## src/hw/l1dPkg.sv

```systemverilog
package l1dPkg;

	typedef logic [31:0] addrT;
	typedef logic [27:0] lineAddrT;	// address without the byte-in-line bits
	typedef logic [127:0] lineT;
	typedef logic [63:0] wordT;

	typedef enum logic [1:0] {kindNone, kindLoad, kindStore} accessKindT;
	typedef enum logic [1:0] {sizeByte, sizeHalf, sizeWord, sizeDouble} accessSizeT;

	// memory side opcode and status
	typedef enum logic [1:0] {opIdle, opReadLine, opWriteLine} memOpT;
	typedef enum logic [1:0] {okReady, okOk, okHold} memOkT;

	typedef struct packed {
		accessKindT kind;
		accessSizeT size;
		logic isUnsigned;
		addrT addr;
		wordT storeData;
	} coreReqT;

	typedef struct packed {
		logic valid;
		wordT loadData;	// zero for stores
	} coreRespT;

	typedef struct packed {
		memOpT op;
		addrT addr;
		lineT data;
	} memReqT;

	typedef struct packed {
		logic valid;
		logic dirty;
		lineAddrT lineAddr;
		lineT data;
	} bankEntryT;

	// bank picks its index out of lineAddr
	typedef struct packed {
		logic enable;
		logic dirty;
		lineAddrT lineAddr;
		lineT data;
	} bankWriteT;

endpackage

```

## src/hw/missEngine.sv

```systemverilog
`timescale 1ns/1ps

module missEngine
	import l1dPkg::*;
(
	input logic clock,
	input logic arstN,
	input logic missEven,
	input logic missOdd,
	input lineAddrT evenLine,
	input lineAddrT oddLine,
	input bankEntryT evenEntry,
	input bankEntryT oddEntry,
	input lineT memData,
	input memOkT memOk,
	output memReqT memReq,
	output bankWriteT fillEven,
	output bankWriteT fillOdd,
	output logic busy
);
	typedef enum logic [2:0] {idle, writeBack, fill, install, waitReady} stateT;

	stateT state;
	logic serveOdd;	// bank being refilled
	lineAddrT targetLine;
	lineT fillData;
	bankEntryT victim;
	bankWriteT installWrite;

	assign victim = serveOdd ? oddEntry : evenEntry;
	assign busy = state != idle;

	assign installWrite = '{enable: 1'b1, dirty: 1'b0, lineAddr: targetLine, data: fillData};
	assign fillEven = (state == install && !serveOdd) ? installWrite : '0;
	assign fillOdd = (state == install && serveOdd) ? installWrite : '0;

	always_ff @(posedge clock or negedge arstN)
	begin
		if (!arstN)
		begin
			state <= idle;
			serveOdd <= 1'b0;
			memReq <= '0;	// op idle
		end
		else
		begin
			case (state)
				idle:
					if (missEven || missOdd)
					begin
						serveOdd <= !missEven;	// even first
						state <= writeBack;
					end
				writeBack:
					// victim is read again by now, so a fresh store is seen
					if (memReq.op == opIdle)
					begin
						if (!(victim.valid && victim.dirty))
							state <= fill;
						else if (memOk == okReady)
							memReq <= '{op: opWriteLine, addr: {victim.lineAddr, 4'h0},
								data: victim.data};
					end
					else if (memOk == okOk)
					begin
						memReq.op <= opIdle;
						state <= fill;
					end
				fill:
					if (memReq.op == opIdle)
					begin
						if (memOk == okReady)	// wait out the previous op
							memReq <= '{op: opReadLine, addr: {targetLine, 4'h0}, data: '0};
					end
					else if (memOk == okOk)
					begin
						memReq.op <= opIdle;
						state <= install;
					end
				install:
					state <= waitReady;
				default:
					if (memOk == okReady)
						state <= idle;
			endcase
		end
	end

	always_ff @(posedge clock)
	begin
		if (state == idle)
			targetLine <= missEven ? evenLine : oddLine;
		if (state == fill && memReq.op == opReadLine && memOk == okOk)
			fillData <= memData;	// only valid in the ok cycle
	end

	// request must not move until the memory answers
	assert property (@(posedge clock) disable iff (!arstN)
		(memReq.op != opIdle && memOk != okOk) |=> $stable(memReq));

endmodule

```

## config.mk

```make
export PLATFORM = sky130hd
export DESIGN_NAME = missEngine
export DESIGN_NICKNAME = d
export VERILOG_FILES = /design/src/hw/l1dPkg.sv /design/src/hw/missEngine.sv
export SDC_FILE = /design/constraint.sdc
export NUM_CORES = 1
export LEC_CHECK = 0
export BUFFER_PORTS_ARGS = -buffer_cell sky130_fd_sc_hd__buf_2
export CAP_MARGIN = 10
export CORE_AREA = 10 10 371 373
export CTS_CLUSTER_DIAMETER = 100
export DETAILED_ROUTE_END_ITERATION = 16
export DIE_AREA = 0 0 381 383
export MAX_ROUTING_LAYER = met4
export SLEW_MARGIN = 30
export SYNTH_ARGS = -nofsm -noshare
export SYNTH_HDL_FRONTEND = slang
export SYNTH_SLANG_ARGS = --single-unit
```

## constraint.sdc

```tcl
create_clock -name clock -period 43.7 [get_ports clock]
set_clock_uncertainty 0.2 [all_clocks]
set_input_delay 0 -clock clock [delete_from_list [all_inputs] [get_ports clock]]
set_output_delay 0 -clock clock [all_outputs]
set_load 0.1 [all_outputs]
```

# After elaboration in Yosys (flattened, before gate mapping)
# Index checks and enable logic that the tools add are counted.
# Widths: inputs -> output; s select.
[totals]
ff_bits = 322
wordCells = 64
[classes]
n_eq_ne = 18
muxes = 21
n_reduce_logical = 18
[op_table]
columns = ["op", "count"]
rows = [
  ["$mux 162", 3],
  ["$mux 158", 3],
  ["$pmux 162 s2", 1],
  ["$mux 160", 2],
  ["$mux 28", 1],
  ["$mux 3", 7],
  ["$ne 2x2->1 const B", 8],
  ["$ne 3x3->1 const B", 5],
  ["$pmux 3 s4", 1],
  ["$reduce_and 6->1", 2],
  ["$eq 3x2->1 const B", 2],
  ["$mux 2", 3],
  ["$logic_and 1x1->1", 5],
  ["$reduce_bool 5->1", 1],
  ["$eq 2x1->1 const B", 2],
  ["$logic_not 2->1", 2],
  ["$reduce_and 4->1", 1],
  ["$eq 3x1->1 const B", 1],
  ["$logic_not 3->1", 1],
  ["$reduce_bool 3->1", 1],
  ["$logic_not 1->1", 2],
  ["$reduce_and 2->1", 1],
  ["$reduce_bool 2->1", 1],
  ["$logic_or 1x1->1", 1],
]

# Longest topological paths before layout
[logic_depth]
depth_word = 5
mapped_depth = 8

# Worst setup path before layout
# No wires, ideal clock.
[synth_path]
path_kind = "reg2reg"
startpoint = "reg memReq[160] (netlist name)"
endpoint = "reg fillData[0] (enable)"
setup_ns = 0.929
t_arrival_ns = 13.290
required_ns = 42.571
path_slack_ns = 29.281
stages_incl_launch_ff = 3
period_less_slack_ns = 14.419
cell_sequence = "dfrtp_1 > inv_1 > nor4_1"
[synth_via]
elab_chain_cells = 3
[synth_rtl]
columns = ["element", "line", "rtl"]
rows = [
  ["start, declared", "missEngine.sv:16", "output memReqT memReq,"],
  ["start signal, assigned", "missEngine.sv:61", "memReq <= '{op: opWriteLine, addr: {victim.lineAddr, 4'h0},"],
  ["start signal, assigned", "missEngine.sv:73", "memReq <= '{op: opReadLine, addr: {targetLine, 4'h0}, data: '0};"],
  ["$eq 2x1->1", "missEngine.sv:93", "if (state == fill && memReq.op == opReadLine && memOk == okOk)"],
  ["$logic_and 1x1->1 (2 in series)", "missEngine.sv:93", ""],
  ["end signal, assigned", "missEngine.sv:94", "fillData <= memData;"],
  ["end, declared", "missEngine.sv:26", "lineT fillData;"],
]
# No other way between the ends.
# A chain may end at the register's enable or synchronous reset.

# Worst setup path in the final report
[layout_path]
startpoint = "reg serveOdd"
endpoint = "reg memReq[111] (netlist name)"
[layout_via]
elab_chain_cells = 5
[layout_rtl]
columns = ["element", "line", "rtl"]
rows = [
  ["start, declared", "missEngine.sv:24", "logic serveOdd;"],
  ["start signal, assigned", "missEngine.sv:51", "serveOdd <= !missEven;"],
  ["$mux 158 (*)", "missEngine.sv:30", "assign victim = serveOdd ? oddEntry : evenEntry;"],
  ["$mux 162", "missEngine.sv:60", "else if (memOk == okReady)"],
  ["$mux 162", "missEngine.sv:58", "if (!(victim.valid && victim.dirty))"],
  ["$mux 160", "missEngine.sv:56", "if (memReq.op == opIdle)"],
  ["$pmux 162 s2", "missEngine.sv:47", "case (state)"],
]
# Mark *: on every way between the ends. The rest lies on a longest branch, timed or not. The select of a mux whose other input is x is not followed.

==> parameters.txt <==
Parameter                              Value

Pwr
  Total power consumption of the routed design ... ~2000 uW
  Worst supply voltage drop on vdd ... 0.0001026 V
  Leak pwr ... 0.01387 uW
  Pwr Density ... just under 70 nW/um2

Routing
  Wire length reported by the detailed router ... 113.1 mm
  Detailed-router iteration count before antenna repair ... 5
  ANT nets after route ... 0
  Average detailed-routed wire length per instance ... roughly 25 um
  Total DRC errors in the routed layout ... 0
  Total via count in the routed design ... between 15000 and 20000
  Iter 0 DRT Violations ... 1294
  Vias per std cell ... roughly 3.7

Setup path
  Largest stage delay on the critical path ... between 900 and 1000 ps
  Crit path arrival time ... 4390 ps
  Worst endpoint required time ... approximately 44000 ps
  Startpoint type of the worst setup path ... register
  Critical path capture point type ... register
  Slowest-stage cell, CP ... sky130_fd_sc_hd__dfrtp_4
  Max Fanout on Critical Path ... 86
  Register-to-register setup slack ... roughly 40000 ps
  Worst Path Class, Setup ... reg -> reg
  Critical path, cell by cell ... nand3b_1, a211o_4, o21a_4, buf_6, o2bb2ai_1, dlygate4sd3_1

Floorplanning
  Core Region ... roughly 130000 um2
  Row count ... 133
  Total die area ... about 150000 um2
  Boundary pin count ... approximately 990
  Die H ... about 380 um
  Width of the chip ... approximately 380 um
  Starting density of the core ... 11.51%

GRT
  Maximum number of pins on one net before global-route repair ... 150
  Via count of the first global-routing pass ... 17530
  Remaining global-route overflow ... 0
  Wire length of the first global-routing pass ... around 150 mm
  Total routing resource utilization after global routing ... roughly 15%
  Initial antenna violation count ... 140

Cells and area
  Most frequent cells in the layout ... sky130_fd_sc_hd__buf_2, sky130_fd_sc_hd__dlygate4sd3_1, sky130_fd_sc_hd__and2_1
  Most frequent standard cell in the layout excluding fill and tap cells ... sky130_fd_sc_hd__buf_2
  Final standard cell count with taps included and fillers excluded ... approximately 4600
  Number of nets in the layout ... approximately 3200
  Number of fillers in the final layout ... between 10000 and 15000
  Fraction of layout instances using a drive strength above 1 ... between 40% and 50%
  Syn-to-layout area delta ... 96.91%

Timing
  Final slew viol count ... 0
  Final hold viol count ... 0
  Worst hold margin ... 30.67 ps
  Setup repair after global routing missed its margin ... false
  Maximum clock rate ... around 240 MHz
  Relative slew slack ... a little over a third
  Tcrit/Tclk final ... 9.346%
  Setup TNS ... 0 ps
  Final worst path period need ... ~4100 ps
  Slew @ Worst Pin ... about 970 ps
  Final count of negative-setup-slack endpoints ... 0

Synthesis
  Synth cell types ... 35
  Post-synthesis area per instance ... around 13 um2
  Syn Std Cell Area ... 15020 um2
  Synthesized flop and latch total ... 318
  Gate Count Post-Synth ... 1169
  Sequential fraction of the synthesis area ... 58.20%
  Synth warn ... 0

CTS
  Maximum root-to-sink buffer count ... 3
  Number of buffers added for setup after CTS ... 0
  Clock insertion delay at the later pin of the skew report ... 580 ps
  Max H-tree Level ... 2
  CTS Root Cell ... sky130_fd_sc_hd__clkbuf_16
  Number of buffers created by CTS ... 39
  TritonCTS clock tree ... yes
  Clock tree sinks ... about 320
  Clock slew at reported path FFs ... around 60 ps

Hold path
  Type of the most critical hold path ... in -> reg

Placed design
  Post-DP HPWL ... slightly above 90 mm
  Number of cells after detailed placement ... approximately 3800
  Port-buffer cells ... 978
  Routability cong. ... roughly 0.94

Job
  Number of max-capacitance violations reported ... 0

Run status
  Status ... finished clean
cells in the mapped netlist:
library cell | n | share of area, %
sky130_fd_sc_hd__and2_1 | 312 | 13
sky130_fd_sc_hd__dfrtp_1 | 162 | 27
sky130_fd_sc_hd__edfxtp_1 | 156 | 31
sky130_fd_sc_hd__mux2i_1 | 156 | 10
sky130_fd_sc_hd__o2bb2ai_1 | 128 | 7.5
sky130_fd_sc_hd__clkbuf_1 | 70 | 1.7
sky130_fd_sc_hd__mux2_2 | 56 | 4.2
sky130_fd_sc_hd__nand2_1 | 29 | 0.72
sky130_fd_sc_hd__o21ai_0 | 29 | 0.97
sky130_fd_sc_hd__buf_6 | 15 | 1.1
sky130_fd_sc_hd__buf_2 | 8 | 0.27
sky130_fd_sc_hd__nor2_1 | 7 | 0.18
sky130_fd_sc_hd__buf_4 | 6 | 0.30
sky130_fd_sc_hd__inv_1 | 6 | 0.15
sky130_fd_sc_hd__a21oi_1 | 4 | 0.13
sky130_fd_sc_hd__or3_1 | 3 | 0.13
sky130_fd_sc_hd__a211oi_1 | 2 | 0.10
sky130_fd_sc_hd__nand3b_1 | 2 | 0.10
sky130_fd_sc_hd__nor3_1 | 2 | 0.067
sky130_fd_sc_hd__a211o_1 | 1 | 0.058
sky130_fd_sc_hd__and4_1 | 1 | 0.058
sky130_fd_sc_hd__buf_1 | 1 | 0.025
sky130_fd_sc_hd__conb_1 | 1 | 0.025
sky130_fd_sc_hd__nand2b_1 | 1 | 0.042
sky130_fd_sc_hd__nand3_1 | 1 | 0.033
sky130_fd_sc_hd__nor3b_1 | 1 | 0.050
sky130_fd_sc_hd__nor4_1 | 1 | 0.042
sky130_fd_sc_hd__o21a_1 | 1 | 0.050
sky130_fd_sc_hd__o221ai_1 | 1 | 0.058
sky130_fd_sc_hd__o22ai_1 | 1 | 0.042
sky130_fd_sc_hd__o31ai_1 | 1 | 0.050
sky130_fd_sc_hd__or3b_1 | 1 | 0.058
sky130_fd_sc_hd__or3b_2 | 1 | 0.058
sky130_fd_sc_hd__or4_1 | 1 | 0.050
sky130_fd_sc_hd__xnor2_1 | 1 | 0.058
repair_timing:
action,in CTS,in global routing
hold endpoints to repair,429,0
hold buffers,620,0
resized for setup,0,0
per-stage QoR:
stage                     area [um2]  worst slack [ps]  utilization [%]
after floorplan                15030             29280                -
after global placement         21780             40000            16.69
after CTS                      29330             39410            22.48
after global routing           29530             39450            22.64
after detailed placement       21780             39930            16.69
final                          29570             39620            22.66
cell type report:
class                   count  area [um2]  area share (%)
repair buffers           1613       11340           38.34
diodes                     60       150.1          0.5078
multi-input cells         750        5796           19.60
inverters                   6       22.52         0.07617
clock inverters            11       115.1          0.3893
well taps                1755        2196           7.427
flip-flops and latches    318        8742           29.57
clock buffers              60        1209           4.088
report_power, final:
group          total [uW]  internal, uW  switching, uW  leakage [uW]
registers             492           409           82.4       0.00358
clock network         341           202            139      0.000645
logic                1210           285            929       0.00965
worst max-delay path: cells and delay by family, from the launching register on:
kind | cells | cell delay, ps
compound gates | 3 | 1270
buf+inv | 2 | 1170
flops | 1 | 960
simple gates | 1 | 260
metal layers:
layer	vias to the layer above	track usage, %	part of all wire [%]
li1	7371	-	-
met1	8151	18.53	42
met2	993	23.70	46
met3	232	5.063	9.2
met4	0	3.377	2.8
met5	-	-	0
state kept, by name, summed over array words and instances, names as in the netlist:
signal,flops
fillData,128
memReq,158
serveOdd,1
state,3
targetLine,28
kinds of logic (layout without fill, tap and decap cells):
family	after synthesis	in the layout	synth area share [%]
compound gates	168	168	8.924
mux	212	212	14.60
buf+inv	106	1690	3.616
xor+xnor	1	1	0.05834
flops	318	318	58.20
simple gates	363	363	14.58
other cells	1	66	0.02497
path summary, 6_finish.rpt:
check,start,to,cells after the start
min in group asynchronous,arstN,memReq[60]$_DFFE_PN0P_,4
hold reg to reg,memReq[45]$_DFFE_PN0P_,memReq[45]$_DFFE_PN0P_,1
setup reg to reg,serveOdd$_DFFE_PN0P_,memReq[111]$_DFFE_PN0P_,6
setup / recovery,serveOdd$_DFFE_PN0P_,memReq[111]$_DFFE_PN0P_,6
max in group asynchronous,arstN,memReq[92]$_DFFE_PN0P_,5
hold / removal,memData[43],fillData[43]$_DFFE_PP_,2
Power figures use the tool's default switching activity.
