--- src/hw/l1dPkg.sv ---
package l1dPkg;

	typedef logic [31:0] addrT;
	typedef logic [27:0] lineAddrT;	// address without the byte-in-line bits
	typedef logic [127:0] lineT;
	typedef logic [63:0] wordT;

	typedef enum logic [1:0] {kindNone, kindLoad, kindStore} accessKindT;
	typedef enum logic [1:0] {sizeByte, sizeHalf, sizeWord, sizeDouble} accessSizeT;

	// memory side opcode and status
	typedef enum logic [1:0] {opIdle, opReadLine, opWriteLine} memOpT;
	typedef enum logic [1:0] {okReady, okOk, okHold} memOkT;

	typedef struct packed {
		accessKindT kind;
		accessSizeT size;
		logic isUnsigned;
		addrT addr;
		wordT storeData;
	} coreReqT;

	typedef struct packed {
		logic valid;
		wordT loadData;	// zero for stores
	} coreRespT;

	typedef struct packed {
		memOpT op;
		addrT addr;
		lineT data;
	} memReqT;

	typedef struct packed {
		logic valid;
		logic dirty;
		lineAddrT lineAddr;
		lineT data;
	} bankEntryT;

	// bank picks its index out of lineAddr
	typedef struct packed {
		logic enable;
		logic dirty;
		lineAddrT lineAddr;
		lineT data;
	} bankWriteT;

endpackage

--- src/hw/requestStage.sv ---
`timescale 1ns/1ps

module requestStage
	import l1dPkg::*;
(
	input logic clock,
	input logic arstN,
	input coreReqT coreReq,
	input logic stall,
	output coreReqT heldReq,
	output lineAddrT evenLine,
	output lineAddrT oddLine,
	output lineAddrT readEven,
	output lineAddrT readOdd
);
	coreReqT nextReq;

	// addressed line plus its upper neighbour, returned as {even, odd}
	function automatic logic [55:0] splitLines(addrT addr);
		lineAddrT base;
		lineAddrT above;
		base = addr[31:4];
		above = base + 28'd1;
		if (addr[4])
			return {above, base};
		return {base, above};
	endfunction

	assign nextReq = stall ? heldReq : coreReq;	// recirculate on stall

	assign {readEven, readOdd} = splitLines(nextReq.addr);
	assign {evenLine, oddLine} = splitLines(heldReq.addr);

	always_ff @(posedge clock or negedge arstN)
	begin
		if (!arstN)
			heldReq <= '0;	// kind none
		else
			heldReq <= nextReq;
	end

endmodule

--- config.mk ---
export PLATFORM = sky130hd
export DESIGN_NAME = requestStage
export DESIGN_NICKNAME = d
export VERILOG_FILES = /design/src/hw/l1dPkg.sv /design/src/hw/requestStage.sv
export SDC_FILE = /design/constraint.sdc
export NUM_CORES = 1
export LEC_CHECK = 0
export ABC_CLOCK_PERIOD_IN_PS = 6030
export BUFFER_PORTS_ARGS = -buffer_cell sky130_fd_sc_hd__buf_4
export CELL_PAD_IN_SITES_DETAIL_PLACEMENT = 1
export CELL_PAD_IN_SITES_GLOBAL_PLACEMENT = 1
export CORE_MARGIN = 1.5
export CORE_UTILIZATION = 36
export CTS_CLUSTER_SIZE = 30
export DETAILED_ROUTE_END_ITERATION = 7
export GPL_TIMING_DRIVEN = 0
export HOLD_SLACK_MARGIN = 0.1
export PLACE_DENSITY = 0.95
export SLEW_MARGIN = 20
export SYNTH_ARGS = -nofsm -noshare
export SYNTH_HDL_FRONTEND = slang
export SYNTH_SLANG_ARGS = --single-unit
--- constraint.sdc ---
create_clock -name clock -period 6.03 [get_ports clock]
set_input_delay 0 -clock clock [delete_from_list [all_inputs] [get_ports clock]]
set_output_delay 0 -clock clock [all_outputs]
set_load 0.05 [all_outputs]
# --- Yosys cells after proc, flatten, opt, wreduce, memory -nomap -nowiden ---
# Cells that the tools add are included.
classes:
  muxes: 7
  addsub: 2
op_table:
  columns: ["operator", "count"]
  rows:
  - ["$mux 56", 4]
  - ["$mux 96", 1]
  - ["$add 28x1->28 const B", 2]
  - ["$mux 1", 2]
totals:
  out_inout_bits: 213
  input_bits: 104
  regBits: 101
  word_cells: 15

# --- Depth between registers and ports, before layout ---
# Gate-level depths: netlist (run 1).
depth:
  depth_word: 4
  mapped_depth: 11
  ltp_nobuf: 8

# --- Worst setup path after synthesis (run 1) ---
# OpenSTA, ideal clock, no wires.
synth_timing:
  kind: "register -> output"
  start: "register heldReq[68] (netlist bit)"
  end: "output readOdd[26]"
  path_stages_with_launch: 10
  required_time_ns: 6.030
  arrival_ns: 3.080
  path_buffers: 1
  path_slack_ns: 2.950
  path_cell_list: "dfrtp_1 > buf_2 > mux2i_2 > inv_1 > ha_1 > nand4b_1 > a22oi_4 > and3_1 > nand3b_1 > xnor2_1"
synth_rtl:
  columns: ["item", "line", "text"]
  rows:
  - ["start, declared", "requestStage.sv:10", "output coreReqT heldReq,"]
  - ["start signal, assigned", "requestStage.sv:39", "heldReq <= nextReq;"]
  - ["end, declared", "requestStage.sv:14", "output lineAddrT readOdd"]

==> flow_summary.toml, run 1 <==
[worst_setup_path]
path_class = "register to primary output"
worst_setup_path_end_kind = "primary output"
r2r_start = "heldReq[68]"
start_kind = "register"
crit_path_cell_trace = "buf_2 -> mux2i_2 -> inv_1 -> ha_1 -> nand4b_1 -> a22oi_4 -> nand2_1 -> nor3b_2 -> xnor2_1 -> buf_4"
cp_top_family = "buffers and inverters"
critPathSlowestCell = "dfrtp_1"
cp.required_ps = 6030
cp.buffers_inverters = 3
crit_fanout = 10
critPathArrivalTime_ps = 3270
crit_start = "heldReq[68]"
critical-path-max-stage-delay_ps = 380

[yosys]
synth_fa_ha_area_share_pct = 0.626
synth-async-reset-ratio_pct = 100
synth_compound_area_share_pct = 3.07
synth_edf_count = 0
synth_flop_cell = "dfrtp_1"
synthSimpleGateAreaFrac_pct = 16.8
synth_cell_types = 50
synthMuxAreaShare_pct = 19.9
syn_avg_cell_area_um2 = 11.1
syn_inst = 540
yosysWarnings = 0
synth-seq-cells = 101
synthXorXnorAreaFrac_pct = 11.1
synth_top_family_by_area = "multiplexers"
syn_area_mm2 = 0.00600
ys_seq_area_share_pct = 42.1

[flow_run]
drv_cap = 0

[sta]
slew_viol_final = 0
finalHoldViolCount = 0
period_needed_ps = 3270
max_freq_mhz = 306
skew_ps = 0
tns_ps = 0
rsz0062_at_grt = "no"
period_share_pct = 54.2
final.setup.worst_slack_ps = 2760
worst_pin_slew_ps = 995
maxSlewHeadroom_pct = 33.7
setup_viol = 0

[pwr]
p_per_area_mw_per_mm2 = 265
power.total_mw = 2.62
p_leak_nw = 4.64
max-vdd-ir-drop_mv = 0.138
p_int_mw = 1.43
p_comb_share_pct = 46.8
sequentialPowerShare_pct = 30.8
power_switching_share_pct = 45.4
switchingPower_mw = 1.19
clock_power_share_pct = 22.4

[global_routing]
met3_usage_pct = 8.07
track_usage_pct = 31.0
first_global_vias = 6856
grt_max_degree = 102
antenna_found_initial = 2
grt_pass1_wl_um = 40900
grtUsageMet2_pct = 56.5
use_met1_pct = 32.9
grt_overflow = 0
busiest_layer = "met2"

[finish]
final_area_mm2 = 0.00990
largest_register_ffs = 101
largest-register = "heldReq"
final_cell_mix = "buf_4, dfrtp_1, dlygate4sd3_1, mux2_2, xnor2_1"
top_regs = "heldReq (101)"
final_common_cell = "buf_4"
syn_to_final_growth_pct = 65.0
drive_above_1_share_pct = 50.8
nets = 1070

[outcome]
run_status = "finished, final reports clean"

[placement]
placed_cell_area_mm2 = 0.00862
pre_cts_ws_ps = 3020
gp_congestion = 0.795
dp_hpwl_um = 17800
port_buffers = 311

[floorplanning]
rows = 47
die_h_um = 132
fp.dieArea_mm2 = 0.0174
core-area_mm2 = 0.0164
pin_count = 317
start_util_pct = 36.6
die_w_um = 132

[route]
ant_nets = 0
drt_iter0_markers = 282
drc = 0
dr.pass1.iters = 4
wl_per_cell_um = 22.8
vias = 6015
wirelength_um = 27100
routed_via_density = 5.06

[clocking]
cts_buffer_depth = 2
cts-resized-gates = 0
cts_tree = "yes"
post_cts_buffers = 0
clock-root-buffer = "clkbuf_16"
clkTransAtPathRegs_ps = 80
htree_num_levels = 3
cts_buffers = 9
worstSkewPairLatency_ps = 340
cts_sinks = 101

[min_path]
hp-start = "coreReq[78]"
hold_class = "input pin to register"
## power by group through the flow
| stage | Clock, mW | Sequential [mW] | Combinational (mW) |
|---|---|---|---|
| 2_1_floorplan | 0 | 1.04 | 0.525 |
| 3_3_place_gp | 0 | 0.804 | 1.13 |
| 3_5_place_dp | 0 | 0.811 | 1.15 |
| 4_1_cts | 0.591 | 0.798 | 1.21 |
| 5_1_grt | 0.616 | 0.815 | 1.27 |
| 6_report | 0.588 | 0.808 | 1.23 |
## repair_timing
| item | in CTS | in global routing |
|---|---|---|
| setup endpoints to repair | 0 | 0 |
| hold endpoints to repair | 199 | 0 |
| hold buffers | 99 | 0 |
## final timing paths
| path | slack [ps] | depth (start not counted) | endpoint |
|---|---|---|---|
| min | 130 | 3 | heldReq[78] |
| max in group asynchronous | 5010 | 2 | heldReq[93] |
| min in group asynchronous | 330 | 2 | heldReq[20] |
| min reg2reg | 510 | 1 | heldReq[49] |
| max reg2reg | 4510 | 3 | heldReq[68] |
| max | 2760 | 10 | readEven[24] |
## metal layers
metal	vias up	wire, µm	part of all wire (%)
li1	2662	-	-
met1	2975	9770	36
met2	298	14100	52
met3	80	1930	7.1
met4	0	1310	4.8
met5	-	0	0
## worst min-delay path: cells and delay by family
kind                   cells  cell delay, ps
buffers and inverters      2             280
multiplexers               1             140
## Yosys cell counts, types with 4 or more instances
cell type    n  area share, %
nand2_1     38            2.4
nand3b_1     8            1.0
nor3_2       5           0.83
xnor2_1     48            7.0
clkbuf_1    15           0.94
inv_1       21            1.3
nand4_1     11            1.1
mux2_2      95             18
and3_1       8           0.83
dfrtp_1    101             42
nand3_1     17            1.4
and4_1       4           0.58
and2_1       6           0.63
a21oi_1      4           0.33
xor2_1      28            4.1
buf_4       11            1.4
nor2_1      30            1.9
mux2i_1     11            1.8
nand4_2      4           0.83
buf_2       24            2.0
## area by class of cell
cell class,instances,area [µm²]
Fill cell,1752,6510
Timing Repair Buffer,410,3330
Multi-Input combinational cell,367,3110
Sequential cell,101,2530
Buffer,53,293
Tap cell,220,275
Clock buffer,9,225
Inverter,21,78.8
Clock inverter,6,56.3
Antenna cell,2,5.00
## logic make-up after synthesis
group / after synthesis
mux: 107
compound gates: 17
xor+xnor: 76
fa+ha+maj: 3
other cells: 2
simple gates: 160
flops: 101
buf+inv: 74
## through the flow
| step | util [%] | hold slack, ps | instances |
|---|---|---|---|
| finish | 60.3 | 135 | 1189 |
| global route | 60.3 | 171 | 1188 |
| CTS | 60.3 | 109 | 1187 |
| detailed placement | 52.5 | 204 | 1073 |
| global placement | 52.5 | 232 | 1073 |
| floorplan | - | -296 | 542 |
No activity file was read; power rests on OpenSTA's default activity.
==> run 2, diff against run 1 <==
--- a/config.mk
+++ b/config.mk
@@ -5,17 +5,17 @@
 export SDC_FILE = /design/constraint.sdc
 export NUM_CORES = 1
 export LEC_CHECK = 0
-export ABC_CLOCK_PERIOD_IN_PS = 6030
+export ABC_CLOCK_PERIOD_IN_PS = 2800
 export BUFFER_PORTS_ARGS = -buffer_cell sky130_fd_sc_hd__buf_4
 export CELL_PAD_IN_SITES_DETAIL_PLACEMENT = 1
 export CELL_PAD_IN_SITES_GLOBAL_PLACEMENT = 1
 export CORE_MARGIN = 1.5
-export CORE_UTILIZATION = 36
+export CORE_UTILIZATION = 30
 export CTS_CLUSTER_SIZE = 30
 export DETAILED_ROUTE_END_ITERATION = 7
 export GPL_TIMING_DRIVEN = 0
 export HOLD_SLACK_MARGIN = 0.1
-export PLACE_DENSITY = 0.95
+export PLACE_DENSITY = 0.85
 export SLEW_MARGIN = 20
 export SYNTH_ARGS = -nofsm -noshare
 export SYNTH_HDL_FRONTEND = slang
==> constraint.sdc (replaced) <==
create_clock -name clock -period 2.8 [get_ports clock]
set_input_delay 0 -clock clock [delete_from_list [all_inputs] [get_ports clock]]
set_output_delay 0 -clock clock [all_outputs]
set_load 0.05 [all_outputs]
==> flow_summary.toml, run 2 (same netlist as run 1, synthesis figures left out) <==
[placement]
pre_cts_ws_ps = -445
place_inst = 1118
gp_congestion = 0.798
dp_hpwl_um = 18100
port_buffers = 311

[sta]
worst_pin_slew_ps = 984
tns_ps = 0
setup_viol = 0
period_needed_ps = 2660
rsz0062_at_grt = "no"
whs_ps = 146
slew_viol_final = 0
final.setup.worst_slack_ps = 136
maxSlewHeadroom_pct = 34.4
finalHoldViolCount = 0
max_freq_mhz = 375
period_share_pct = 95.1
skew_ps = 0

[finish]
largest-register = "heldReq"
largest_register_ffs = 101
drive_above_1_share_pct = 54.2
final_cell_mix = "buf_4, dfrtp_1, dlygate4sd3_1, mux2_2, nand2_1"
stdcell_count = 1240
fillers = 2133
nets = 1076
final_common_cell = "buf_4"
syn_to_final_growth_pct = 71.2
top_regs = "heldReq (101)"

[worst_setup_path]
start_kind = "register"
r2r_slack_ps = 1390
cp.required_ps = 2800
path_class = "register to primary output"
worst_path_most_repeated_cell = "buf_6"
rr_worst_depth = 3
r2r_start = "heldReq[88]"
worst_setup_path_end_kind = "primary output"
cp.buffers_inverters = 3
cp_top_family = "simple AND/OR/NAND/NOR gates"
crit_fanout = 7
critical-path-max-stage-delay_ps = 380
crit_path_cell_trace = "buf_6 -> mux2i_4 -> inv_2 -> ha_2 -> nand4b_1 -> a22oi_4 -> nand3_4 -> nor3_4 -> xnor2_2 -> buf_6"
rr_endpoint = "heldReq[88]"
critPathArrivalTime_ps = 2660
critPathSlowestCell = "dfrtp_1"

[outcome]
run_status = "finished, final reports clean"

[route]
vias = 5919
dr.max_layer_used = "met4"
route.met2.wl_um = 13700
wl_per_cell_um = 21.0
routed_via_density = 4.77
drc = 0
wl_met3_um = 1830
ant_nets = 0
drt_iter0_markers = 161
wirelength_um = 26000
wirelength_met1_um = 9760
dr.pass1.iters = 4

[min_path]
hold_depth = 4
hp-start = "coreReq[68]"
hold_class = "input pin to register"
min_to = "heldReq[68]"

[flow_run]
drv_cap = 0

[clocking]
worstSkewPairLatency_ps = 350
clock-root-buffer = "clkbuf_16"
cts_sinks = 101
clkTransAtPathRegs_ps = 80
cts_tree = "yes"
cts_buffer_depth = 2
htree_num_levels = 3
cts_buffers = 9

[global_routing]
grt_max_degree = 102
track_usage_pct = 24.7
antenna_found_initial = 1
grt_pass1_wl_um = 38200
grt_overflow = 0
first_global_vias = 6593

[floorplanning]
core-area_mm2 = 0.0195
rows = 51
pin_count = 317
start_util_pct = 30.7
die_h_um = 144
die_w_um = 144
fp.dieArea_mm2 = 0.0208

[pwr]
p_per_area_mw_per_mm2 = 554
max-vdd-ir-drop_mv = 0.343
p_leak_nw = 4.84
run 2: cell types whose count changed in the layout (fill, tap and decap cells not counted), sizes merged:
cell,previous run,this run
buf,349,356
clkbuf,24,25
clkinvlp,1,0
diode,2,1
dlygate4sd3,99,98
inv,23,24
run 2: worst max path at each step:
stage | startpoint | endpoint | depth (start not counted)
finish | heldReq[68] | readEven[12] | 10
global route | heldReq[68] | readEven[12] | 10
CTS | heldReq[68] | readEven[14] | 10
floorplan | heldReq[68] | readEven[26] | 9
detailed placement | stall | readEven[12] | 12
global placement | stall | readEven[12] | 12
run 2: layout make-up:
class	count	area (µm²)	area share (%)
antenna	1	2.50	0.0244
buffer	52	300	2.92
clock buffer	10	229	2.23
clock inverter	6	67.6	0.658
inverter	21	78.8	0.768
multi-input combinational	367	3310	32.3
sequential	101	2530	24.6
tap	265	332	3.23
timing repair buffer	417	3420	33.3
run 2: metrics by stage:
step                power [mW]  util, %  instance area, µm²
floorplan                 3.40        -                6150
global placement          4.21     45.2                8820
detailed placement        4.26     45.2                8820
CTS                       5.69     52.4               10200
global route              5.90     52.6               10300
finish                    5.69     52.6               10300
run 2: what timing repair did:
| item | 4_1_cts | 5_1_grt |
|---|---|---|
| hold buffers | 98 | 0 |
| pin swaps | 7 | 4 |
| endpoints found under the setup margin | 23 | 18 |
| hold endpoints to repair | 198 | 0 |
| gates resized for setup | 21 | 5 |
| setup buffers | 5 | 3 |
run 2: worst min-delay path: stages:
cell,delay (ps)
buf_4,110
mux2i_4,110
inv_2,90
buf_4,140
run 2: report_power, final:
part / internal (mW) / switching [mW]
clock network: 0.633 / 0.655
registers: 1.60 / 0.129
logic: 0.893 / 1.78
total: 3.13 / 2.56
run 2: layer usage:
metal / track usage [%] / up-vias
met4: 8.56 / 0
met1: 27.4 / 2951
met2: 45.6 / 249
met5: 0 / -
met3: 6.16 / 41
li1: - / 2678
