===== src/hw/l1dPkg.sv =====
package l1dPkg;

	typedef logic [31:0] addrT;
	typedef logic [27:0] lineAddrT;	// address without the byte-in-line bits
	typedef logic [127:0] lineT;
	typedef logic [63:0] wordT;

	typedef enum logic [1:0] {kindNone, kindLoad, kindStore} accessKindT;
	typedef enum logic [1:0] {sizeByte, sizeHalf, sizeWord, sizeDouble} accessSizeT;

	// memory side opcode and status
	typedef enum logic [1:0] {opIdle, opReadLine, opWriteLine} memOpT;
	typedef enum logic [1:0] {okReady, okOk, okHold} memOkT;

	typedef struct packed {
		accessKindT kind;
		accessSizeT size;
		logic isUnsigned;
		addrT addr;
		wordT storeData;
	} coreReqT;

	typedef struct packed {
		logic valid;
		wordT loadData;	// zero for stores
	} coreRespT;

	typedef struct packed {
		memOpT op;
		addrT addr;
		lineT data;
	} memReqT;

	typedef struct packed {
		logic valid;
		logic dirty;
		lineAddrT lineAddr;
		lineT data;
	} bankEntryT;

	// bank picks its index out of lineAddr
	typedef struct packed {
		logic enable;
		logic dirty;
		lineAddrT lineAddr;
		lineT data;
	} bankWriteT;

endpackage


===== src/hw/accessStage.sv =====
`timescale 1ns/1ps

module accessStage
	import l1dPkg::*;
(
	input logic clock,
	input logic arstN,
	input coreReqT heldReq,
	input lineAddrT evenLine,
	input lineAddrT oddLine,
	input bankEntryT evenEntry,
	input bankEntryT oddEntry,
	input bankWriteT fillEven,
	input bankWriteT fillOdd,
	input logic busy,
	output logic missEven,
	output logic missOdd,
	output logic stall,
	output bankWriteT evenWrite,
	output bankWriteT oddWrite,
	output coreRespT coreResp
);
	bankWriteT lastEven;
	bankWriteT lastOdd;
	bankWriteT storeEven;
	bankWriteT storeOdd;
	bankEntryT evenFwd;
	bankEntryT oddFwd;
	logic active;
	logic doStore;
	logic needEven;
	logic needOdd;
	logic [2:0] lastOfs;
	logic [4:0] lastByte;
	logic [5:0] shift;
	wordT sizeMask;
	wordT raw;
	wordT loadValue;
	lineT loLine;
	lineT hiLine;
	lineT window;
	lineT merged;
	lineT newLo;
	lineT newHi;

	// entry read on the edge of our last write is stale
	function automatic bankEntryT forward(bankEntryT e, bankWriteT w, lineAddrT line);
		if (w.enable && w.lineAddr == line)
			return '{valid: 1'b1, dirty: w.dirty, lineAddr: w.lineAddr, data: w.data};
		return e;
	endfunction

	assign evenFwd = forward(evenEntry, lastEven, evenLine);
	assign oddFwd = forward(oddEntry, lastOdd, oddLine);

	always_comb
	begin
		case (heldReq.size)
			sizeByte: sizeMask = 64'hff;
			sizeHalf: sizeMask = 64'hffff;
			sizeWord: sizeMask = 64'hffff_ffff;
			default: sizeMask = '1;
		endcase
	end

	assign lastOfs = 3'((4'd1 << heldReq.size) - 4'd1);	// size in bytes minus one

	assign lastByte = {1'b0, heldReq.addr[3:0]} + {2'b00, lastOfs};
	assign needEven = ~heldReq.addr[4] | lastByte[4];	// bit 4 set means it spans
	assign needOdd = heldReq.addr[4] | lastByte[4];

	assign active = heldReq.kind != kindNone;
	assign missEven = active && needEven &&
		!(evenFwd.valid && evenFwd.lineAddr == evenLine);
	assign missOdd = active && needOdd &&
		!(oddFwd.valid && oddFwd.lineAddr == oddLine);
	assign stall = active && (missEven || missOdd || busy);

	assign loLine = heldReq.addr[4] ? oddFwd.data : evenFwd.data;
	assign hiLine = heldReq.addr[4] ? evenFwd.data : oddFwd.data;
	assign window = heldReq.addr[3] ? {hiLine[63:0], loLine[127:64]} : loLine;
	assign shift = {heldReq.addr[2:0], 3'b000};
	assign raw = wordT'(window >> shift);

	always_comb
	begin
		case (heldReq.size)
			sizeByte: loadValue = {{56{~heldReq.isUnsigned & raw[7]}}, raw[7:0]};
			sizeHalf: loadValue = {{48{~heldReq.isUnsigned & raw[15]}}, raw[15:0]};
			sizeWord: loadValue = {{32{~heldReq.isUnsigned & raw[31]}}, raw[31:0]};
			default: loadValue = raw;
		endcase
	end

	// store bytes dropped into the window, then split back into lines
	assign merged = (window & ~(lineT'(sizeMask) << shift)) |
		(lineT'(heldReq.storeData & sizeMask) << shift);
	assign newLo = heldReq.addr[3] ? {merged[63:0], loLine[63:0]} : merged;
	assign newHi = heldReq.addr[3] ? {hiLine[127:64], merged[127:64]} : hiLine;

	assign doStore = heldReq.kind == kindStore && !stall;
	assign storeEven = '{enable: doStore && needEven, dirty: 1'b1, lineAddr: evenLine,
		data: heldReq.addr[4] ? newHi : newLo};
	assign storeOdd = '{enable: doStore && needOdd, dirty: 1'b1, lineAddr: oddLine,
		data: heldReq.addr[4] ? newLo : newHi};

	assign evenWrite = fillEven.enable ? fillEven : storeEven;	// fill wins
	assign oddWrite = fillOdd.enable ? fillOdd : storeOdd;

	always_ff @(posedge clock or negedge arstN)
	begin
		if (!arstN)
		begin
			lastEven <= '0;
			lastOdd <= '0;
			coreResp <= '0;
		end
		else
		begin
			lastEven <= evenWrite;
			lastOdd <= oddWrite;
			coreResp.valid <= active && !stall;
			coreResp.loadData <= (heldReq.kind == kindLoad) ? loadValue : '0;
		end
	end

	// while stalled the banks only take clean fills
	assert property (@(posedge clock) disable iff (!arstN)
		stall |-> !(evenWrite.enable && evenWrite.dirty) &&
			!(oddWrite.enable && oddWrite.dirty));

	// no response may complete a request that still misses
	assert property (@(posedge clock) disable iff (!arstN)
		(missEven || missOdd) |=> !coreResp.valid);

endmodule


===== config.mk =====
export PLATFORM = sky130hd
export DESIGN_NAME = accessStage
export DESIGN_NICKNAME = d
export VERILOG_FILES = /design/src/hw/l1dPkg.sv /design/src/hw/accessStage.sv
export SDC_FILE = /design/constraint.sdc
export NUM_CORES = 2
export LEC_CHECK = 0
export CAP_MARGIN = 20
export CORE_AREA = 5 5 455 457
export CTS_BUF_LIST = sky130_fd_sc_hd__clkbuf_4 sky130_fd_sc_hd__clkbuf_8
export DETAILED_ROUTE_END_ITERATION = 12
export DIE_AREA = 0 0 460 462
export DONT_BUFFER_PORTS = 1
export PLACE_DENSITY_LB_ADDON = 0.05
export SKIP_CTS_REPAIR_TIMING = 1
export SLEW_MARGIN = 10
export SYNTH_ARGS = -nofsm -noshare
export SYNTH_HDL_FRONTEND = slang
export SYNTH_SLANG_ARGS = --single-unit

===== constraint.sdc =====
create_clock -name clock -period 4.41 [get_ports clock]
set_input_delay 0.441 -clock clock [delete_from_list [all_inputs] [get_ports clock]]
set_output_delay 0.441 -clock clock [all_outputs]
set_load 0.01 [all_outputs]

Yosys cells after proc, flatten, opt, wreduce, memory -nomap -nowiden:

Cells that the tools add are included.

* register bits after elaboration: 381
* output and inout port bits: 384
* logic and storage cells: 73

* add/sub/neg operators: 2
* equality and inequality tests: 8
* shift operators: 4
* mux-type cells: 18
* bitwise operators: 11
* reduce and logical (&&, ||, !) cells: 20

Operators with widths (number)
* two-way mux 158 bit: 6
* two-way mux 128 bit: 6
* one-hot mux 64 bit (3 select lines): 2
* left shift 64 x 6 -> 128 bit: 2
* AND 128 bit: 1
* two-way mux 64 bit: 2
* inverter 128 bit: 1
* OR 128 bit: 1
* right shift 128 x 6 -> 64 bit: 1
* equality test 28 bit: 4
* AND 64 bit: 1
* logical AND 1 bit: 13
* adder 4 x 3 -> 5 bit: 1
* equality test 2 x 1 -> 1 bit, second input constant: 2
* equality test 2 bit, second input constant: 2
* AND 1 bit: 3
* zero test 1 bit: 3
* left shift 1 x 2 -> 3 bit, first input constant: 1
* subtractor 3 x 1 -> 3 bit, second input constant: 1
* zero test 2 bit: 1
* logical OR 1 bit: 2
* two-way mux 1 bit: 2
* inverter 1 bit: 2
* OR 1 bit: 2
* nonzero test 2 bit: 1

Logic depth before layout (Yosys ltp):

* word-level depth: 15
* depth in mapped cells: 17
* depth with buffers taken out: 11

Worst setup path after synthesis:

Ideal clock, no wire load.

* kind: in2out
* from: input port oddLine[16]
* to: output port evenWrite[75] (netlist bit)
* arrival time: 3.403 ns
* data required time: 3.969 ns
* slack: 0.566 ns
* stages: 16
* buffers on the path: 5
* path through: xnor2_1 -> nand4_1 -> nor4_4 -> and3_4 -> buf_12 -> buf_12 -> buf_12 -> buf_12 -> buf_6 -> mux2i_1 -> mux2i_1 -> mux2_2 -> a21oi_1 -> a21oi_1 -> and2_1 -> o22a_1

RTL lines
* start, declared: line accessStage.sv:10 `input lineAddrT oddLine,`
* end, declared: line accessStage.sv:19 `output bankWriteT evenWrite,`

Worst setup path after layout:

* from: register lastOdd[148] (netlist bit)
* to: output port oddWrite[69] (netlist bit)

* cells in the longest elaborated chain, start to end: 11
* elaborated cells between the ends (all ways): 12

Ends and longest elaborated chain
* start, declared: line accessStage.sv:24 `bankWriteT lastOdd;`
* start signal, assigned: line accessStage.sv:121 `lastOdd <= oddWrite;`
* equality test 28 bit *: line accessStage.sv:48 `if (w.enable && w.lineAddr == line)`
* logical AND 1 bit *: line accessStage.sv:48
* two-way mux 1 bit *: line accessStage.sv:48
* two-way mux 158 bit *: line accessStage.sv:50 `return e;`
* two-way mux 128 bit (on tied branches): line accessStage.sv:79, accessStage.sv:80
* two-way mux 128 bit: line accessStage.sv:81 `assign window = heldReq.addr[3] ? {hiLine[63:0], loLine[127:64]} : loLine;`
* AND 128 bit: line accessStage.sv:96 `assign merged = (window & ~(lineT'(sizeMask) << shift)) |`
* OR 128 bit: line accessStage.sv:96
* two-way mux 128 bit: line accessStage.sv:98 `assign newLo = heldReq.addr[3] ? {merged[63:0], loLine[63:0]} : merged;`
* two-way mux 128 bit *: line accessStage.sv:105 `data: heldReq.addr[4] ? newLo : newHi};`
* two-way mux 158 bit *: line accessStage.sv:108 `assign oddWrite = fillOdd.enable ? fillOdd : storeOdd;`
* end, declared: line accessStage.sv:20 `output bankWriteT oddWrite,`

Every way passes the cells marked *; elsewhere a longest branch is shown, timed or not.

==> impl_metrics.py <==
metrics = {
    "sta": {
        "grt_setup_unrepaired": "true",
        "tightest_slew_ns": 1.79,
        "worst_slew_margin_rel": -0.190,
        "timing.final.ws_setup_ns": -0.708,
        "final_hold_viol_count": 394,
        "fin_setup_tns_ns": -110.13,
        "period_minus_slack_ns": 5.12,
        "skew_ns": 0.0763,
        "min_period_over_period": 1.16,
        "holdWs_ns": -0.661,
        "drv_slew": 166,
        "setup_viol": 289,
        "max_freq_ghz": 0.195,
    },
    "cells_and_area": {
        "final_core_utilization": 0.261,
        "final_cell_count_no_fill": 7928,
        "nNetsFinal": 5904,
        "design_area_sq_mm": 0.0531,
        "syn_to_final_growth_pct": 61.8,
        "drive_above_1_share": 0.361,
    },
    "worst_setup_path": {
        "slowest_stage": "mux4_2",
        "crit_type": "reg -> out",
        "cp_cell_sequence": "xnor2_1, nand4_1, nor4_4, and3_4, buf_16, buf_16, buf_16, mux2i_2, buf_4, mux4_2, o21ai_4, nor2_1, a31oi_1, buf_4, a21oi_4, a21oi_2, buf_4",
        "worst_ep_required_time_ns": 3.97,
        "worstReg2RegEnd": "coreResp[20]",
        "r2r_start": "lastOdd[148]",
        "end_kind": "primary output",
        "worst-path-buf-inv": 6,
        "r2r_setup_slack_ns": -0.48,
        "critPathArrivalTime_ns": 4.68,
        "cpPeakStageDelay_ns": 0.51,
        "critPathLaunchType": "register",
        "path_max_fanout": 9,
        "ff2ff_path_depth": 18,
        "crit_family": "buffers and inverters",
    },
    "yosys": {
        "yosys.area.top_type": "dfrtp_1",
        "synthCells": 3868,
        "syn-num-nets": 4662,
        "synth.avg_cell_area_sq_um": 8.48,
        "synth_ff_type": "dfrtp_1",
        "ys_seq_area_frac": 0.289,
        "synth_edf_count": 0,
        "synth.distinct_cells": 82,
        "yosys-top-cells-area": "dfrtp_1 29%, mux2i_1 15%, mux2_2 6.0%, nand2_1 5.9%, a21oi_1 4.9%",
        "yosysWarnings": 0,
        "synth-seq-cells": 379,
        "syn_area_sq_mm": 0.0328,
        "synth_top_area_share": 0.289,
        "synthArstFlopShare": 1.00,
    },
    "drt": {
        "drtIter0Drc": 3032,
        "first_pass_iters": 5,
        "viasPerCell": 4.89,
        "detail-route-antenna-nets": 0,
        "wl_per_cell_um": 37.6,
        "routed_wl_mm": 298,
        "num_vias": 38800,
        "drc": 0,
    },
    "clock_tree": {
        "cts_buffers": 90,
        "clk_pin_slew_worst_paths_ns": 0.05,
        "htreeDepth": 3,
        "clock_sinks": 379,
        "root_buffer": "clkbuf_8",
        "cts_max_path_buffers": 3,
        "cts_tree": "yes",
        "clock_latency_ns": 0.86,
    },
    "placement": {
        "post-place-cells": 7123,
        "dp_hpwl_mm": 234,
        "routabilityCongestion": 0.916,
        "placed_area_sq_mm": 0.0420,
        "pre_cts_ws_ns": -0.539,
        "port_buffers": 0,
    },
    "pwr": {
        "total_power_mw": 14.2,
        "p_per_area_mw_per_mm2": 268,
        "vdd_drop_max_uv": 200,
        "total_leakage_power_nw": 21.2,
    },
    "floorplan": {
        "floorplan.initialDensity": 0.161,
        "std_cell_rows": 166,
        "dieArea_sq_mm": 0.213,
        "fp.dieW_um": 460,
        "core-area_sq_mm": 0.203,
        "io_pins": 1176,
        "die_h_um": 462,
    },
    "global_route": {
        "grt-ovfl-total": 0,
        "grt_use_total": 0.260,
        "grt_max_degree": 380,
        "grt_pass1_vias": 36700,
        "antenna_found_initial": 60,
        "grt_pass1_wl_mm": 372,
    },
    "min_path": {
        "hp-class": "in -> async",
    },
    "run": {
        "drv_cap": 0,
    },
    "run_status": {
        "violations": "negative hold slack, max-slew violations, negative setup slack",
        "run_status": "complete, but fails checks",
    },
}
==> where the power goes <==
group	total [mW]	switching (mW)	internal, mW	leakage (nW)
sequential	3.99	0.203	3.79	4.56
clock	4.83	2.05	2.78	1.05
combinational	5.41	3.10	2.31	15.6
==> cell usage in the layout (no fill, tap or decap), types with 37 or more instances in the layout <==
| master | count |
|---|---|
| mux2i_2 | 71 |
| mux2i_1 | 349 |
| nand2_1 | 506 |
| o21ai_0 | 208 |
| inv_1 | 74 |
| a21oi_2 | 52 |
| o221ai_1 | 48 |
| buf_6 | 37 |
| clkbuf_8 | 110 |
| diode_2 | 62 |
| mux2i_4 | 71 |
| buf_12 | 48 |
| o21ai_2 | 45 |
| mux2_2 | 167 |
| mux4_2 | 71 |
| dfrtp_1 | 379 |
| xnor2_1 | 71 |
| a22oi_1 | 80 |
| dlygate4sd3_1 | 472 |
| a211oi_1 | 40 |
| buf_4 | 912 |
| a221oi_1 | 44 |
| a21oi_1 | 251 |
| nand3_1 | 61 |
| o211ai_1 | 39 |
| nand4_1 | 42 |
| nor2_1 | 263 |
| o21ai_1 | 57 |
| clkbuf_4 | 38 |
==> final cells by class <==
class                      count  area, sq um
fill                       22300       150000
multi-input combinational   3069        24500
timing repair buffer        1487        13300
sequential                   379         9480
tap                         2688         3360
clock buffer                 148         1800
inverter                      83          329
clock inverter                12          165
antenna                       62          155
==> registers in the layout, summed over array words and instances, names as in the netlist <==
| signal | count |
|---|---|
| lastOdd | 157 |
| coreResp | 65 |
| lastEven | 157 |
==> Yosys cell counts (all sizes together) (37+ instances only) <==
cell type,n
dfrtp,379
nand3,62
nand4,42
o221ai,79
a21oi,323
mux2i,491
mux4,71
a22oi,82
buf,115
xnor2,80
inv,80
nand2,515
a211oi,56
o21ai,332
a221oi,45
mux2,176
nor2,284
o211ai,39
clkbuf,222
o22ai,37
==> cell families (layout without fill, tap and decap cells) <==
family                   after synthesis  in the layout  synth area share
AO/OA/AOI/OAI                       1197           1197             0.235
AND/OR/NAND/NOR                     1021           1021             0.132
multiplexers                         738            738             0.259
buffers and inverters                420           1730            0.0552
flip-flops                           379            379             0.289
XOR/XNOR                             109            109            0.0291
adder cells (fa/ha/maj)                4              4           0.00137
other                                  0             62                 0
==> worst register-to-register path: cells and delay by family (launching register included) <==
family	cells	cell delay [ns]
AO/OA/AOI/OAI	3	0.75
XOR/XNOR	1	0.21
buffers and inverters	7	1.18
flip-flops	1	0.38
multiplexers	3	1.28
AND/OR/NAND/NOR	4	0.94
==> per-layer routing <==
metal / share of wire / GRT usage
met4: 0.024 / 0.0598
met3: 0.070 / 0.0732
met2: 0.46 / 0.420
met5: 0.00073 / 0
met1: 0.44 / 0.342
==> how the worst max path moves through the flow <==
stage               cells after the start          start  slack [ns]             end
finish                                 17   lastOdd[148]       -0.71    oddWrite[69]
global route                           18  lastEven[144]       -0.92    oddWrite[46]
CTS                                    15  lastEven[146]       -1.51   evenWrite[17]
detailed placement                     15   evenLine[18]       -0.54   evenWrite[17]
global placement                       12   evenLine[18]       -0.57  evenWrite[105]
floorplan                              16    oddLine[16]        0.57   evenWrite[75]
No activity file was read; power rests on OpenSTA's default activity.
